[config.mk]
export PLATFORM = sky130hd
export DESIGN_NAME = tx_frame_top
export DESIGN_NICKNAME = d
export VERILOG_FILES = /design/src/verilog/frame_pkg.sv /design/src/verilog/tx_frame_top.sv /design/src/verilog/beat_packer.sv /design/src/verilog/word_fifo.sv /design/src/verilog/frame_builder.sv
export SDC_FILE = /design/constraint.sdc
export NUM_CORES = 1
export LEC_CHECK = 0
export BUFFER_PORTS_ARGS = -buffer_cell sky130_fd_sc_hd__buf_2
export CORE_AREA = 2 2 209 211
export DETAILED_ROUTE_END_ITERATION = 10
export DIE_AREA = 0 0 211 213
export GPL_TIMING_DRIVEN = 0
export PLACE_DENSITY = 0.65
export REMOVE_ABC_BUFFERS = 1
export SYNTH_ARGS = -nofsm -noshare
export SYNTH_HDL_FRONTEND = slang
export SYNTH_SLANG_ARGS = --single-unit
[constraint.sdc]
create_clock -name IFCLK -period 2.5 [get_ports IFCLK]
set_input_delay 0.25 -clock IFCLK [delete_from_list [all_inputs] [get_ports IFCLK]]
set_output_delay 0.25 -clock IFCLK [all_outputs]
set_load 0.03 [all_outputs]
[src/verilog/frame_pkg.sv]
// shared types and constants for the upstream frame path
// a frame is HDR_WORDS words, then NUM_LOOPS groups of GROUP_WORDS words
// sof is set only on the first sync word of each frame
package frame_pkg;

  ////////////////////////////////////////////////////////////
  // frame constants
  ////////////////////////////////////////////////////////////

  localparam logic [15:0] SYNC_WORD     = 16'h7F7F; // both sync bytes
  localparam int          HDR_WORDS     = 4;        // sync, sync+flags, two control words
  localparam int          GROUP_WORDS   = 4;        // words per IQ/mic sample set
  localparam int          SETTLE_CYCLES = 32;       // idle after reset before first frame

  ////////////////////////////////////////////////////////////
  // payload structs
  ////////////////////////////////////////////////////////////

  // per-frame status, sampled while the header goes out
  typedef struct packed {
    logic        ptt;           // debounced PTT
    logic        dot;           // debounced dot paddle
    logic        dash;          // debounced dash paddle
    logic        adc_overload;
    logic [11:0] alc;           // ALC reading from the exciter
    logic [7:0]  penny_serial;
    logic [7:0]  merc_serial;
    logic [7:0]  ozy_serial;
  } status_t;

  // one IQ/mic sample set, sent most significant field first
  typedef struct packed {
    logic [15:0] left_hi;
    logic [15:0] left_lo_right_hi;
    logic [15:0] right_lo;
    logic [15:0] mic;
  } sample_t;

  typedef struct packed {
    logic [15:0] data;
    logic        sof;           // first sync word of a frame
  } frame_word_t;

  typedef struct packed {
    logic [31:0] data;          // first word in the upper half
    logic        sof;
  } beat_t;

endpackage
[src/verilog/tx_frame_top.sv]
// builder, credit FIFO and beat packer for the upstream host link
// NUM_LOOPS sets the sample groups per frame
// FIFO_DEPTH must be at least 8 so a header and a group can both be credited
module tx_frame_top #(
  parameter int NUM_LOOPS  = 63,
  parameter int FIFO_DEPTH = 16
) (
  input  logic               IFCLK,
  input  logic               IF_reset,
  input  frame_pkg::status_t status,
  input  frame_pkg::sample_t sample,
  input  logic               sample_rdy,
  output frame_pkg::beat_t   out_beat,
  output logic               out_valid,
  input  logic               out_ready
);
  import frame_pkg::*;

  logic        wr_en;        // builder to FIFO
  frame_word_t wr_word;
  logic        credit_ret;   // FIFO back to builder
  logic        rd_valid;     // FIFO head to packer
  frame_word_t rd_word;
  logic        rd_en;

  frame_builder #(
    .NUM_LOOPS  (NUM_LOOPS),
    .FIFO_DEPTH (FIFO_DEPTH)
  ) builder_i (
    .IFCLK      (IFCLK),
    .IF_reset   (IF_reset),
    .status     (status),
    .sample     (sample),
    .sample_rdy (sample_rdy),
    .credit_ret (credit_ret),
    .wr_en      (wr_en),
    .wr_word    (wr_word)
  );

  word_fifo #(
    .FIFO_DEPTH (FIFO_DEPTH)
  ) fifo_i (
    .IFCLK      (IFCLK),
    .IF_reset   (IF_reset),
    .wr_en      (wr_en),
    .wr_word    (wr_word),
    .rd_en      (rd_en),
    .rd_valid   (rd_valid),
    .rd_word    (rd_word),
    .credit_ret (credit_ret)
  );

  beat_packer packer_i (
    .IFCLK      (IFCLK),
    .IF_reset   (IF_reset),
    .rd_valid   (rd_valid),
    .rd_word    (rd_word),
    .rd_en      (rd_en),
    .out_beat   (out_beat),
    .out_valid  (out_valid),
    .out_ready  (out_ready)
  );

endmodule

[src/verilog/beat_packer.sv]
// packs pairs of frame words into 32-bit beats, first word in the upper half
// a beat is held until out_ready is seen high on a rising edge
// frames have an even word count, so sof can only arrive on a first word
module beat_packer (
  input  logic                   IFCLK,
  input  logic                   IF_reset,
  input  logic                   rd_valid,
  input  frame_pkg::frame_word_t rd_word,
  output logic                   rd_en,
  output frame_pkg::beat_t       out_beat,
  output logic                   out_valid,
  input  logic                   out_ready
);
  import frame_pkg::*;

  frame_word_t half_word;    // first word of the pair, with its sof
  logic        half_valid;
  logic        out_free;     // output register empty or draining now

  assign out_free = !out_valid || out_ready;

  // first word can always be taken; second only if the beat has somewhere to go
  assign rd_en = rd_valid && (!half_valid || out_free);

  ////////////////////////////////////////////////////////////
  // half beat and output beat
  ////////////////////////////////////////////////////////////

  always_ff @(posedge IFCLK)
  begin
    if (rd_en && !half_valid)
      half_word <= rd_word;
    if (rd_en && half_valid)
    begin
      out_beat.data <= {half_word.data, rd_word.data};
      out_beat.sof  <= half_word.sof;
    end
  end

  always_ff @(posedge IFCLK)
  begin
    if (IF_reset)
    begin
      half_valid <= 1'b0;
      out_valid  <= 1'b0;
    end
    else
    begin
      if (rd_en)
        half_valid <= ~half_valid;   // alternates first and second word

      if (rd_en && half_valid)
        out_valid <= 1'b1;           // new beat, also replaces one leaving now
      else if (out_ready)
        out_valid <= 1'b0;
    end
  end

endmodule

[src/verilog/word_fifo.sv]
// circular buffer of frame words with a show-ahead head
// no full flag: the writer holds one credit per free entry
// each pop returns a credit on the following cycle
// depth need not be a power of two
module word_fifo #(
  parameter int FIFO_DEPTH = 16
) (
  input  logic                   IFCLK,
  input  logic                   IF_reset,
  input  logic                   wr_en,
  input  frame_pkg::frame_word_t wr_word,
  input  logic                   rd_en,
  output logic                   rd_valid,
  output frame_pkg::frame_word_t rd_word,
  output logic                   credit_ret
);
  import frame_pkg::*;

  localparam int PTR_W = (FIFO_DEPTH > 1) ? $clog2(FIFO_DEPTH) : 1;
  localparam int CNT_W = $clog2(FIFO_DEPTH + 1);

  frame_word_t       mem [FIFO_DEPTH];   // word storage
  logic [PTR_W-1:0]  wr_ptr;
  logic [PTR_W-1:0]  rd_ptr;
  logic [CNT_W-1:0]  count;              // words held
  logic              pop;

  // pointer step with wrap at FIFO_DEPTH
  function automatic logic [PTR_W-1:0] ptr_inc(input logic [PTR_W-1:0] ptr);
    if (ptr == PTR_W'(FIFO_DEPTH - 1))
      return '0;
    else
      return ptr + 1'b1;
  endfunction

  assign rd_valid = (count != '0);
  assign rd_word  = mem[rd_ptr];         // head is visible without a read
  assign pop      = rd_en && rd_valid;   // ignore pops on empty

  always_ff @(posedge IFCLK)
  begin
    if (wr_en)
      mem[wr_ptr] <= wr_word;
  end

  always_ff @(posedge IFCLK)
  begin
    if (IF_reset)
    begin
      wr_ptr     <= '0;
      rd_ptr     <= '0;
      count      <= '0;
      credit_ret <= 1'b0;
    end
    else
    begin
      if (wr_en)
        wr_ptr <= ptr_inc(wr_ptr);
      if (pop)
        rd_ptr <= ptr_inc(rd_ptr);

      case ({wr_en, pop})
        2'b10:   count <= count + 1'b1;
        2'b01:   count <= count - 1'b1;
        default: count <= count;         // idle, or push and pop together
      endcase

      credit_ret <= pop;                 // one credit per word removed
    end
  end

endmodule

[src/verilog/frame_builder.sv]
// the sample source must hold sample_rdy and sample steady until all four
// words are written, then drop sample_rdy before offering the next set
// status is read live during the header, so change it only between frames
// writes start only with enough credits, so the FIFO never overflows
module frame_builder #(
  parameter int NUM_LOOPS  = 63,
  parameter int FIFO_DEPTH = 16
) (
  input  logic                   IFCLK,
  input  logic                   IF_reset,
  input  frame_pkg::status_t     status,
  input  frame_pkg::sample_t     sample,
  input  logic                   sample_rdy,
  input  logic                   credit_ret,
  output logic                   wr_en,
  output frame_pkg::frame_word_t wr_word
);
  import frame_pkg::*;

  localparam int CRED_W = $clog2(FIFO_DEPTH + 1);
  localparam int LOOP_W = (NUM_LOOPS > 1) ? $clog2(NUM_LOOPS) : 1;
  localparam int SET_W  = $clog2(SETTLE_CYCLES + 1);

  typedef enum logic [2:0] {
    ST_SETTLE,     // idle after reset
    ST_HDR_WAIT,   // wait for header credits
    ST_HDR,        // sync and control words
    ST_GRP_WAIT,   // wait for sample_rdy and group credits
    ST_GRP,        // four sample words
    ST_DROP,       // wait for sample_rdy to go low
    ST_LOOP        // next group or next frame
  } state_t;

  state_t              state;
  state_t              state_next;
  logic [SET_W-1:0]    settle_cnt;   // settle timer
  logic [1:0]          word_idx;     // word within header or group
  logic [LOOP_W-1:0]   loop_cnt;     // groups sent in this frame
  logic [CRED_W-1:0]   credits;      // free FIFO entries we may claim
  logic                frame_flag;   // picks control word form, toggles per frame

  ////////////////////////////////////////////////////////////
  // state, counters and credits
  ////////////////////////////////////////////////////////////

  always_ff @(posedge IFCLK)
  begin
    if (IF_reset)
    begin
      state      <= ST_SETTLE;
      settle_cnt <= '0;
      word_idx   <= '0;
      loop_cnt   <= '0;
      credits    <= CRED_W'(FIFO_DEPTH);   // whole buffer is free
      frame_flag <= 1'b1;                  // first frame sends the alc form
    end
    else
    begin
      state <= state_next;

      if (state == ST_SETTLE)
        settle_cnt <= settle_cnt + 1'b1;

      if (wr_en)
        word_idx <= word_idx + 1'b1;       // wraps to 0 after the fourth word

      if (state == ST_HDR && word_idx == 2'(HDR_WORDS - 1))
        frame_flag <= ~frame_flag;          // after the last header word

      if (state == ST_HDR_WAIT)
        loop_cnt <= '0;                     // new frame
      else if (state == ST_LOOP)
        loop_cnt <= loop_cnt + 1'b1;

      // one word out, one credit back, or both in the same cycle
      case ({wr_en, credit_ret})
        2'b10:   credits <= credits - 1'b1;
        2'b01:   credits <= credits + 1'b1;
        default: credits <= credits;
      endcase
    end
  end

  ////////////////////////////////////////////////////////////
  // next state and write word
  ////////////////////////////////////////////////////////////

  always_comb
  begin
    state_next = state;
    wr_en      = 1'b0;
    wr_word    = '0;
    case (state)
      ST_SETTLE:
        if (settle_cnt == SET_W'(SETTLE_CYCLES - 1))
          state_next = ST_HDR_WAIT;

      ST_HDR_WAIT:
        if (credits >= CRED_W'(HDR_WORDS))   // whole header fits
          state_next = ST_HDR;

      ST_HDR:
      begin
        wr_en = 1'b1;
        case (word_idx)
          2'd0:
          begin
            wr_word.data = SYNC_WORD;
            wr_word.sof  = 1'b1;              // frame start
          end
          2'd1:
            wr_word.data = {8'h7F, 5'b0, frame_flag, status.dash,
                            status.dot | status.ptt};
          2'd2:
            if (frame_flag)
              wr_word.data = {4'b0, status.alc};
            else
              wr_word.data = {7'b0, status.adc_overload, status.merc_serial};
          default:
            wr_word.data = {status.penny_serial, status.ozy_serial};
        endcase
        if (word_idx == 2'(HDR_WORDS - 1))
          state_next = ST_GRP_WAIT;
      end

      ST_GRP_WAIT:
        if (sample_rdy && credits >= CRED_W'(GROUP_WORDS))
          state_next = ST_GRP;

      ST_GRP:
      begin
        wr_en = 1'b1;
        case (word_idx)
          2'd0:    wr_word.data = sample.left_hi;
          2'd1:    wr_word.data = sample.left_lo_right_hi;
          2'd2:    wr_word.data = sample.right_lo;
          default: wr_word.data = sample.mic;
        endcase
        if (word_idx == 2'(GROUP_WORDS - 1))
          state_next = ST_DROP;
      end

      ST_DROP:
        if (!sample_rdy)                      // source has seen the words go out
          state_next = ST_LOOP;

      ST_LOOP:
        if (loop_cnt == LOOP_W'(NUM_LOOPS - 1))
          state_next = ST_HDR_WAIT;           // frame done
        else
          state_next = ST_GRP_WAIT;

      default:
        state_next = ST_SETTLE;
    endcase
  end

endmodule

# ---- Word level (Yosys, flattened, before mapping)
# Memory sizes are Yosys's and may differ from the RTL's. A register that Yosys moved wholly into a read port is not among the register bits.
# Index checks and enable logic that the tools add are counted.
dict set report totals {
  register_bits 89
  mem_bits_rw 272
  input_bits 108
  out_inout_bits 34
  wordCells 97
  memories 1
}
dict set report op_classes {
  add_sub_neg 9
  n_lt_le_gt_ge 1
  n_eq_ne 23
  n_mux 25
  n_bitwise 3
  reduce_logical 19
}
# name words word_bits rd rd_ports_with_merged_regs write_ports line_no
set memory_table {}
lappend memory_table {fifo_i.mem 16 17 1 1 1 word_fifo.sv:22} ;# frame_word_t mem [FIFO_DEPTH];
# operator n
set ops {}
lappend ops {{16-bit one-hot mux with 3 select lines} 2}
lappend ops {{16-bit one-hot mux with 2 select lines} 1}
lappend ops {{3-bit one-hot mux with 7 select lines} 1}
lappend ops {{5-bit one-hot mux with 2 select lines} 2}
lappend ops {{3-bit 2-to-1 mux} 6}
lappend ops {{4-bit 2-to-1 mux} 4}
lappend ops {{6-bit by 1-bit adder with 6-bit output (second input constant)} 2}
lappend ops {{12-bit 2-to-1 mux} 1}
lappend ops {{5-bit by 1-bit adder with 5-bit output (second input constant)} 2}
lappend ops {{5-bit by 1-bit subtractor with 5-bit output (second input constant)} 2}
lappend ops {{3-bit equality test (second input constant)} 3}
lappend ops {{4-bit by 1-bit adder with 4-bit output (second input constant)} 2}
lappend ops {{2-bit equality test (second input constant)} 4}
lappend ops {{4-bit equality test (second input constant)} 2}
lappend ops {{2-bit != test (second input constant)} 4}
lappend ops {{1-bit 2-to-1 mux} 7}
lappend ops {{2-bit by 1-bit equality test with 1-bit output (second input constant)} 3}
lappend ops {{3-bit by 2-bit equality test with 1-bit output (second input constant)} 2}
lappend ops {{6-bit by 5-bit equality test with 1-bit output (second input constant)} 1}
lappend ops {{6-bit equality test (second input constant)} 1}
lappend ops {{1-bit logical AND} 6}
lappend ops {{6-bit AND reduction} 1}
lappend ops {{2-bit nonzero test} 3}
lappend ops {{5-bit by 3-bit >= comparator with 1-bit output (second input constant)} 1}
lappend ops {{other kinds (12)} 17}

# ---- Depth between registers and ports, before layout
dict set report depth {
  depth_word 7
  depth_mapped 12
  depth_no_buf 10
}

# ---- By module
# From an unflattened synthesis, not the netlist that was laid out.
dict set report hier_totals {
  hier_cells 873
  hier_area_um2 14895.5
}
# mod n_inst cells_each area_each_um2 seq_area_each_um2
set by_module_without_submodules {}
lappend by_module_without_submodules {word_fifo 1 539 11207.0 8528.2}
lappend by_module_without_submodules {frame_builder 1 273 2094.5 460.4}
lappend by_module_without_submodules {beat_packer 1 61 1594.0 1541.5}

# ---- Worst setup path after synthesis
# No wires, ideal clock.
dict set report synth_timing {
  kind {register -> register}
  start {register builder_i.state[1]}
  end {memory fifo_i.mem[2][0] in the netlist's numbering (enable)}
  setup_ns 0.412
  t_arrival_ns 2.344
  required_ns 2.088
  slack_ns -0.257
  stages_incl_launch_ff 6
  path_buffers 1
  synth_period_minus_slack_ns 2.757
  path_cell_list {dfxtp_1 > buf_2 > nand2b_1 > a21oi_2 > nand2_1 > nor3_1}
}
dict set report synth_between {
  elab_chain_len 5
  elab_cells_between_ends 6
  cone_classes {eq/ne: 2; mux: 3; reduce/logical: 1}
}
# element line_no
set synth_rtl {}
lappend synth_rtl {{start: declaration} frame_builder.sv:34} ;# state_t state;
lappend synth_rtl {{start signal: assignment} frame_builder.sv:59} ;# state <= state_next;
lappend synth_rtl {{3-bit equality test / 3-bit by 2-bit equality test with 1-bit output (equally long branches)} frame_builder.sv:93} ;# case (state)
lappend synth_rtl {{2-bit OR reduction (no source line) (*)} --}
lappend synth_rtl {{1-bit 2-to-1 mux (*)} frame_builder.sv:93}
lappend synth_rtl {{1-bit 2-to-1 mux (*)} word_fifo.sv:42} ;# if (wr_en)
lappend synth_rtl {{1-bit 2-to-1 mux (implied by the code) (*)} word_fifo.sv:43} ;# mem[wr_ptr] <= wr_word;
lappend synth_rtl {{end: declaration} word_fifo.sv:22}
# Mark *: on every way between the ends. The rest lies on a longest branch, timed or not.

# ---- Final worst setup path
dict set report layout_timing {
  start {register fifo_i.count[2]}
  end {register fifo_i.count[4]}
}
dict set report layout_between {
  elab_chain_len 5
  elab_cells_between_ends 9
  cone_classes {add/sub: 2; eq/ne: 2; mux: 1; reduce/logical: 4}
}
# element line_no
set layout_rtl {}
lappend layout_rtl {{start: declaration} word_fifo.sv:25} ;# logic [CNT_W-1:0] count;
lappend layout_rtl {{start signal: assignment} word_fifo.sv:63} ;# 2'b10: count <= count + 1'b1;
lappend layout_rtl {{start signal: assignment} word_fifo.sv:64} ;# 2'b01: count <= count - 1'b1;
lappend layout_rtl {{start signal: assignment} word_fifo.sv:65} ;# default: count <= count;
lappend layout_rtl {{5-bit nonzero test (*)} word_fifo.sv:36} ;# assign rd_valid = (count != '0);
lappend layout_rtl {{1-bit logical AND} beat_packer.sv:23} ;# assign rd_en = rd_valid && (!half_valid || out_free);
lappend layout_rtl {{1-bit logical AND (*)} word_fifo.sv:38} ;# assign pop = rd_en && rd_valid;
lappend layout_rtl {{net fifo_i.pop} word_fifo.sv:26} ;# logic pop;
lappend layout_rtl {{2-bit by 1-bit equality test with 1-bit output / 2-bit equality test (equally long branches)} word_fifo.sv:62} ;# case ({wr_en, pop})
lappend layout_rtl {{5-bit one-hot mux with 2 select lines / 2-bit nonzero test (equally long branches)} --}
# Mark *: on every way through the listed nets, which the timed path passes. The rest lies on a longest branch.
# A chain may end at the register's enable or synchronous reset.

==> flow_summary_export.csv <==
group,metric,value,unit
yosys,syn_inst,875,
critical_path,path_cells,"or4_4 -> o21ai_4 -> inv_4 -> ha_4 -> ha_1 -> nor3b_2 -> a221oi_2 -> buf_4 -> or4_1 -> nand3_1",
clock_tree,clk_pin_slew_worst_paths,0.06,ns
pwr,leakage,6.31,nW
timing,fin_skew,0.0158,ns
yosys,yosys_warnings,0,
die,io_pins,142,
detailed_routing,drc,0,
die,start_util,34.8,%
yosys,synth_top_area_share,65.1,%
pwr,switching_share,28.7,%
clock_tree,root_buffer,"clkbuf_16",
layout,nNetsFinal,1180,
layout,drive_gt1_share,37.0,%
critical_path,arrival,3.04,ns
global_route,grt-ovfl-total,0,
timing,drv_slew,0,
detailed_routing,drt-initial-drc-count,764,
timing,holdWs,0.0298,ns
critical_path,startpoint_type,"flop",
timing,slew-limit-headroom,26.2,%
timing,worstMarginPinSlew,1.11,ns
detailed_routing,viasPerCell,5.33,
clock_tree,clk_path_buf_depth,3,
pwr,clkPwrFrac,31.2,%
critical_path,required,2.97,ns
clock_tree,cts_tree,"yes",
clock_tree,htreeDepth,2,
die,dieArea,0.0449,sq mm
detailed_routing,wl_per_cell,22.9,microns
critical_path,crit_fanout,9,
yosys,synth_edf_count,322,
clock_tree,cts_buffers,39,
timing,final_period_minus_worst_setup_slack,2.57,ns
pwr,p_sw,0.00525,W
timing,fmax,389,MHz
global_route,grt_pass1_wl,54200,microns
run,max_cap_violations,0,
place,portBuffers,141,
die,die_w,211,microns
min_path,min_path_type,"in -> reg",
die,core-area,0.0427,sq mm
yosys,synthTopCellsByArea,"edfxtp_1 65%, mux4_2 10%, dfxtp_1 5.8%",
die,die_h,213,microns
yosys,synth_area_per_cell,17.0,sq um
outcome,violations,"setup timing",
layout,areaGrowthSynthToFinish,23.5,%
critical_path,path_class,"reg -> reg",
place,place.gp.congestion,0.748,
clock_tree,clkLatencyLatePin,0.52,ns
detailed_routing,dr_total_vias,8678,
place,dpl.hpwl,24000,microns
critical_path,worst_setup_path_end_kind,"flop",
outcome,status,"finished with violations",
pwr,power.share.sequential,42.6,%
detailed_routing,routed_wirelength,37200,microns
yosys,synth_seq_area_share,70.9,%
detailed_routing,ant_nets,0,
timing,hold_violations,0,
clock_tree,clock-sinks,365,
timing,fin_ws,-0.0727,ns
yosys,ys_async_sr_fraction,0,%
critical_path,max_stage_delay,0.51,ns
global_route,antenna_found_initial,0,
yosys,synth-seq-cells,365,
yosys,synth_area,0.0148,sq mm
pwr,p_per_area,1000,mW/mm^2
pwr,ir_drop,539,uV
global_route,grt_pass1_vias,8593,
layout,antenna_cells,0,
timing,grt_setup_unrepaired,"yes",
yosys,synth_cell_type_count,65,
critical_path,worst_path_max_delay_cell,"or4_4",
detailed_routing,first_pass_iters,5,
yosys,yosys_most_used_dff,"edfxtp_1",
pwr,p_total,0.0183,W
timing,period_share,103,%
timing,finalSetupViolCount,1,
pwr,intPower,0.0131,W
pwr,combinationalPowerShare,26.2,%
global_route,grt_use_total,16.5,%
yosys,synth_largest_area_cell,"edfxtp_1",
die,core.rowCount,76,
global_route,grt_max_degree,53,
==> per-layer routing <==
layer,GRT usage [%],wire [microns],vias to the layer above
met4,4.93,677,0
met1,22.8,16000,4420
li1,-,-,3875
met3,2.41,2340,50
met5,0,0,-
met2,27.2,18100,333
==> power by group through the flow <==
| stage | Clock (W) | Sequential, W | Combinational (W) |
|---|---|---|---|
| final | 0.00571 | 0.00781 | 0.00481 |
| after global placement | 0 | 0.00830 | 0.00369 |
| after global routing | 0.00607 | 0.00786 | 0.00526 |
| after CTS | 0.00581 | 0.00791 | 0.00472 |
| after detailed placement | 0 | 0.00804 | 0.00446 |
| after floorplan | 0 | 0.00864 | 0.00250 |
==> registers in the layout, indices dropped and copies added (netlist names), named ones only <==
name / flops
builder_i.word_idx: 2
builder_i.state: 3
fifo_i.wr_ptr: 4
fifo_i.count: 5
builder_i.frame_flag: 1
packer_i.out_valid: 1
fifo_i.mem: 272
packer_i.out_beat: 33
builder_i.loop_cnt: 6
packer_i.half_word: 17
builder_i.settle_cnt: 6
packer_i.half_valid: 1
fifo_i.rd_ptr: 4
builder_i.credits: 5
fifo_i.credit_ret: 1
==> kinds of logic after synthesis <==
kind of cell / Yosys count / share of synthesized area [%]
compound gates: 149 / 7.12
xor+xnor: 21 / 1.24
fa+ha+maj: 21 / 1.82
buf+inv: 69 / 2.03
flops: 365 / 70.9
mux: 80 / 11.2
simple gates: 170 / 5.66
==> layout by cell type, fill, tap and decap left out, drive strengths merged, types with 5 or more instances in the layout <==
master / Yosys / layout
nand3: 8 / 8
o22ai: 12 / 12
xnor2: 6 / 6
xor2: 15 / 15
edfxtp: 322 / 322
and3: 5 / 5
a222oi: 16 / 16
nand2: 40 / 40
a31oi: 8 / 8
nor2: 59 / 59
clkinv: 1 / 11
ha: 20 / 20
inv: 13 / 12
nand2b: 11 / 11
nor3: 14 / 14
dfxtp: 43 / 43
mux4: 68 / 68
a21oi: 35 / 35
o21a: 5 / 5
o21ai: 17 / 17
nor2b: 5 / 5
mux2: 8 / 8
nand4: 5 / 5
clkbuf: 32 / 54
a22oi: 35 / 35
buf: 23 / 190
==> through the flow <==
step / instances / worst slack, ns / util [%] / setup TNS, ns / cell area [sq um]
6_report: 1627 / -0.0727 / 42.9 / -0.0727 / 18300
4_1_cts: 1618 / -0.0812 / 42.7 / -0.0920 / 18200
3_5_place_dp: 1535 / -1.55 / 38.9 / -291.36 / 16600
5_1_grt: 1627 / -0.161 / 42.9 / -0.162 / 18300
3_3_place_gp: 1507 / -2.96 / 37.4 / -867.48 / 16000
2_1_floorplan: 820 / -1.55 / - / -74.57 / 14600
==> layout make-up <==
cell class | instances | area (sq um)
clock buffers | 54 | 1070
clock inverters | 17 | 186
fillers | 3731 | 24400
inverters | 14 | 58.8
multi-input cells | 441 | 4360
flip-flops and latches | 365 | 10600
well taps | 546 | 683
repair buffers | 190 | 1410
==> critical path: cells and delay by family (launching register included) <==
kind / cells / cell delay [ns]
AO/OA/AOI/OAI: 2 / 0.29
AND/OR/NAND/NOR: 4 / 1.25
flip-flops: 1 / 0.36
adder cells (fa/ha/maj): 2 / 0.42
buffers and inverters: 2 / 0.20
==> path summary, 6_finish.rpt <==
| check | startpoint | slack (ns) | cells after the start | to |
|---|---|---|---|---|
| hold reg to reg | packer_i.half_word[9]$_DFFE_PP_ | 0.42 | 0 | packer_i.out_beat[25]$_DFFE_PP_ |
| setup / recovery | fifo_i.count[2]$_SDFFE_PP0P_ | -0.07 | 10 | fifo_i.count[4]$_SDFFE_PP0P_ |
| setup reg to reg | fifo_i.count[2]$_SDFFE_PP0P_ | -0.07 | 10 | fifo_i.count[4]$_SDFFE_PP0P_ |
| hold / removal | out_ready | 0.03 | 3 | packer_i.out_valid$_SDFFE_PP0P_ |
==> synthesized netlist by cell type, drive strengths merged (15+ instances only) <==
cell    count
clkbuf     32
o21ai      17
ha         20
edfxtp    322
nand2      40
a21oi      35
mux4       68
buf        23
dfxtp      43
nor2       59
a22oi      35
xor2       15
a222oi     16
==> what timing repair did <==
action,in CTS,in global routing
cloned,0,0
buffers inserted,12,9
pin swaps,9,4
setup endpoints to repair,445,116
hold buffers,0,0
gates resized for setup,58,9
Note: power is estimated with default switching activity, not from simulation.
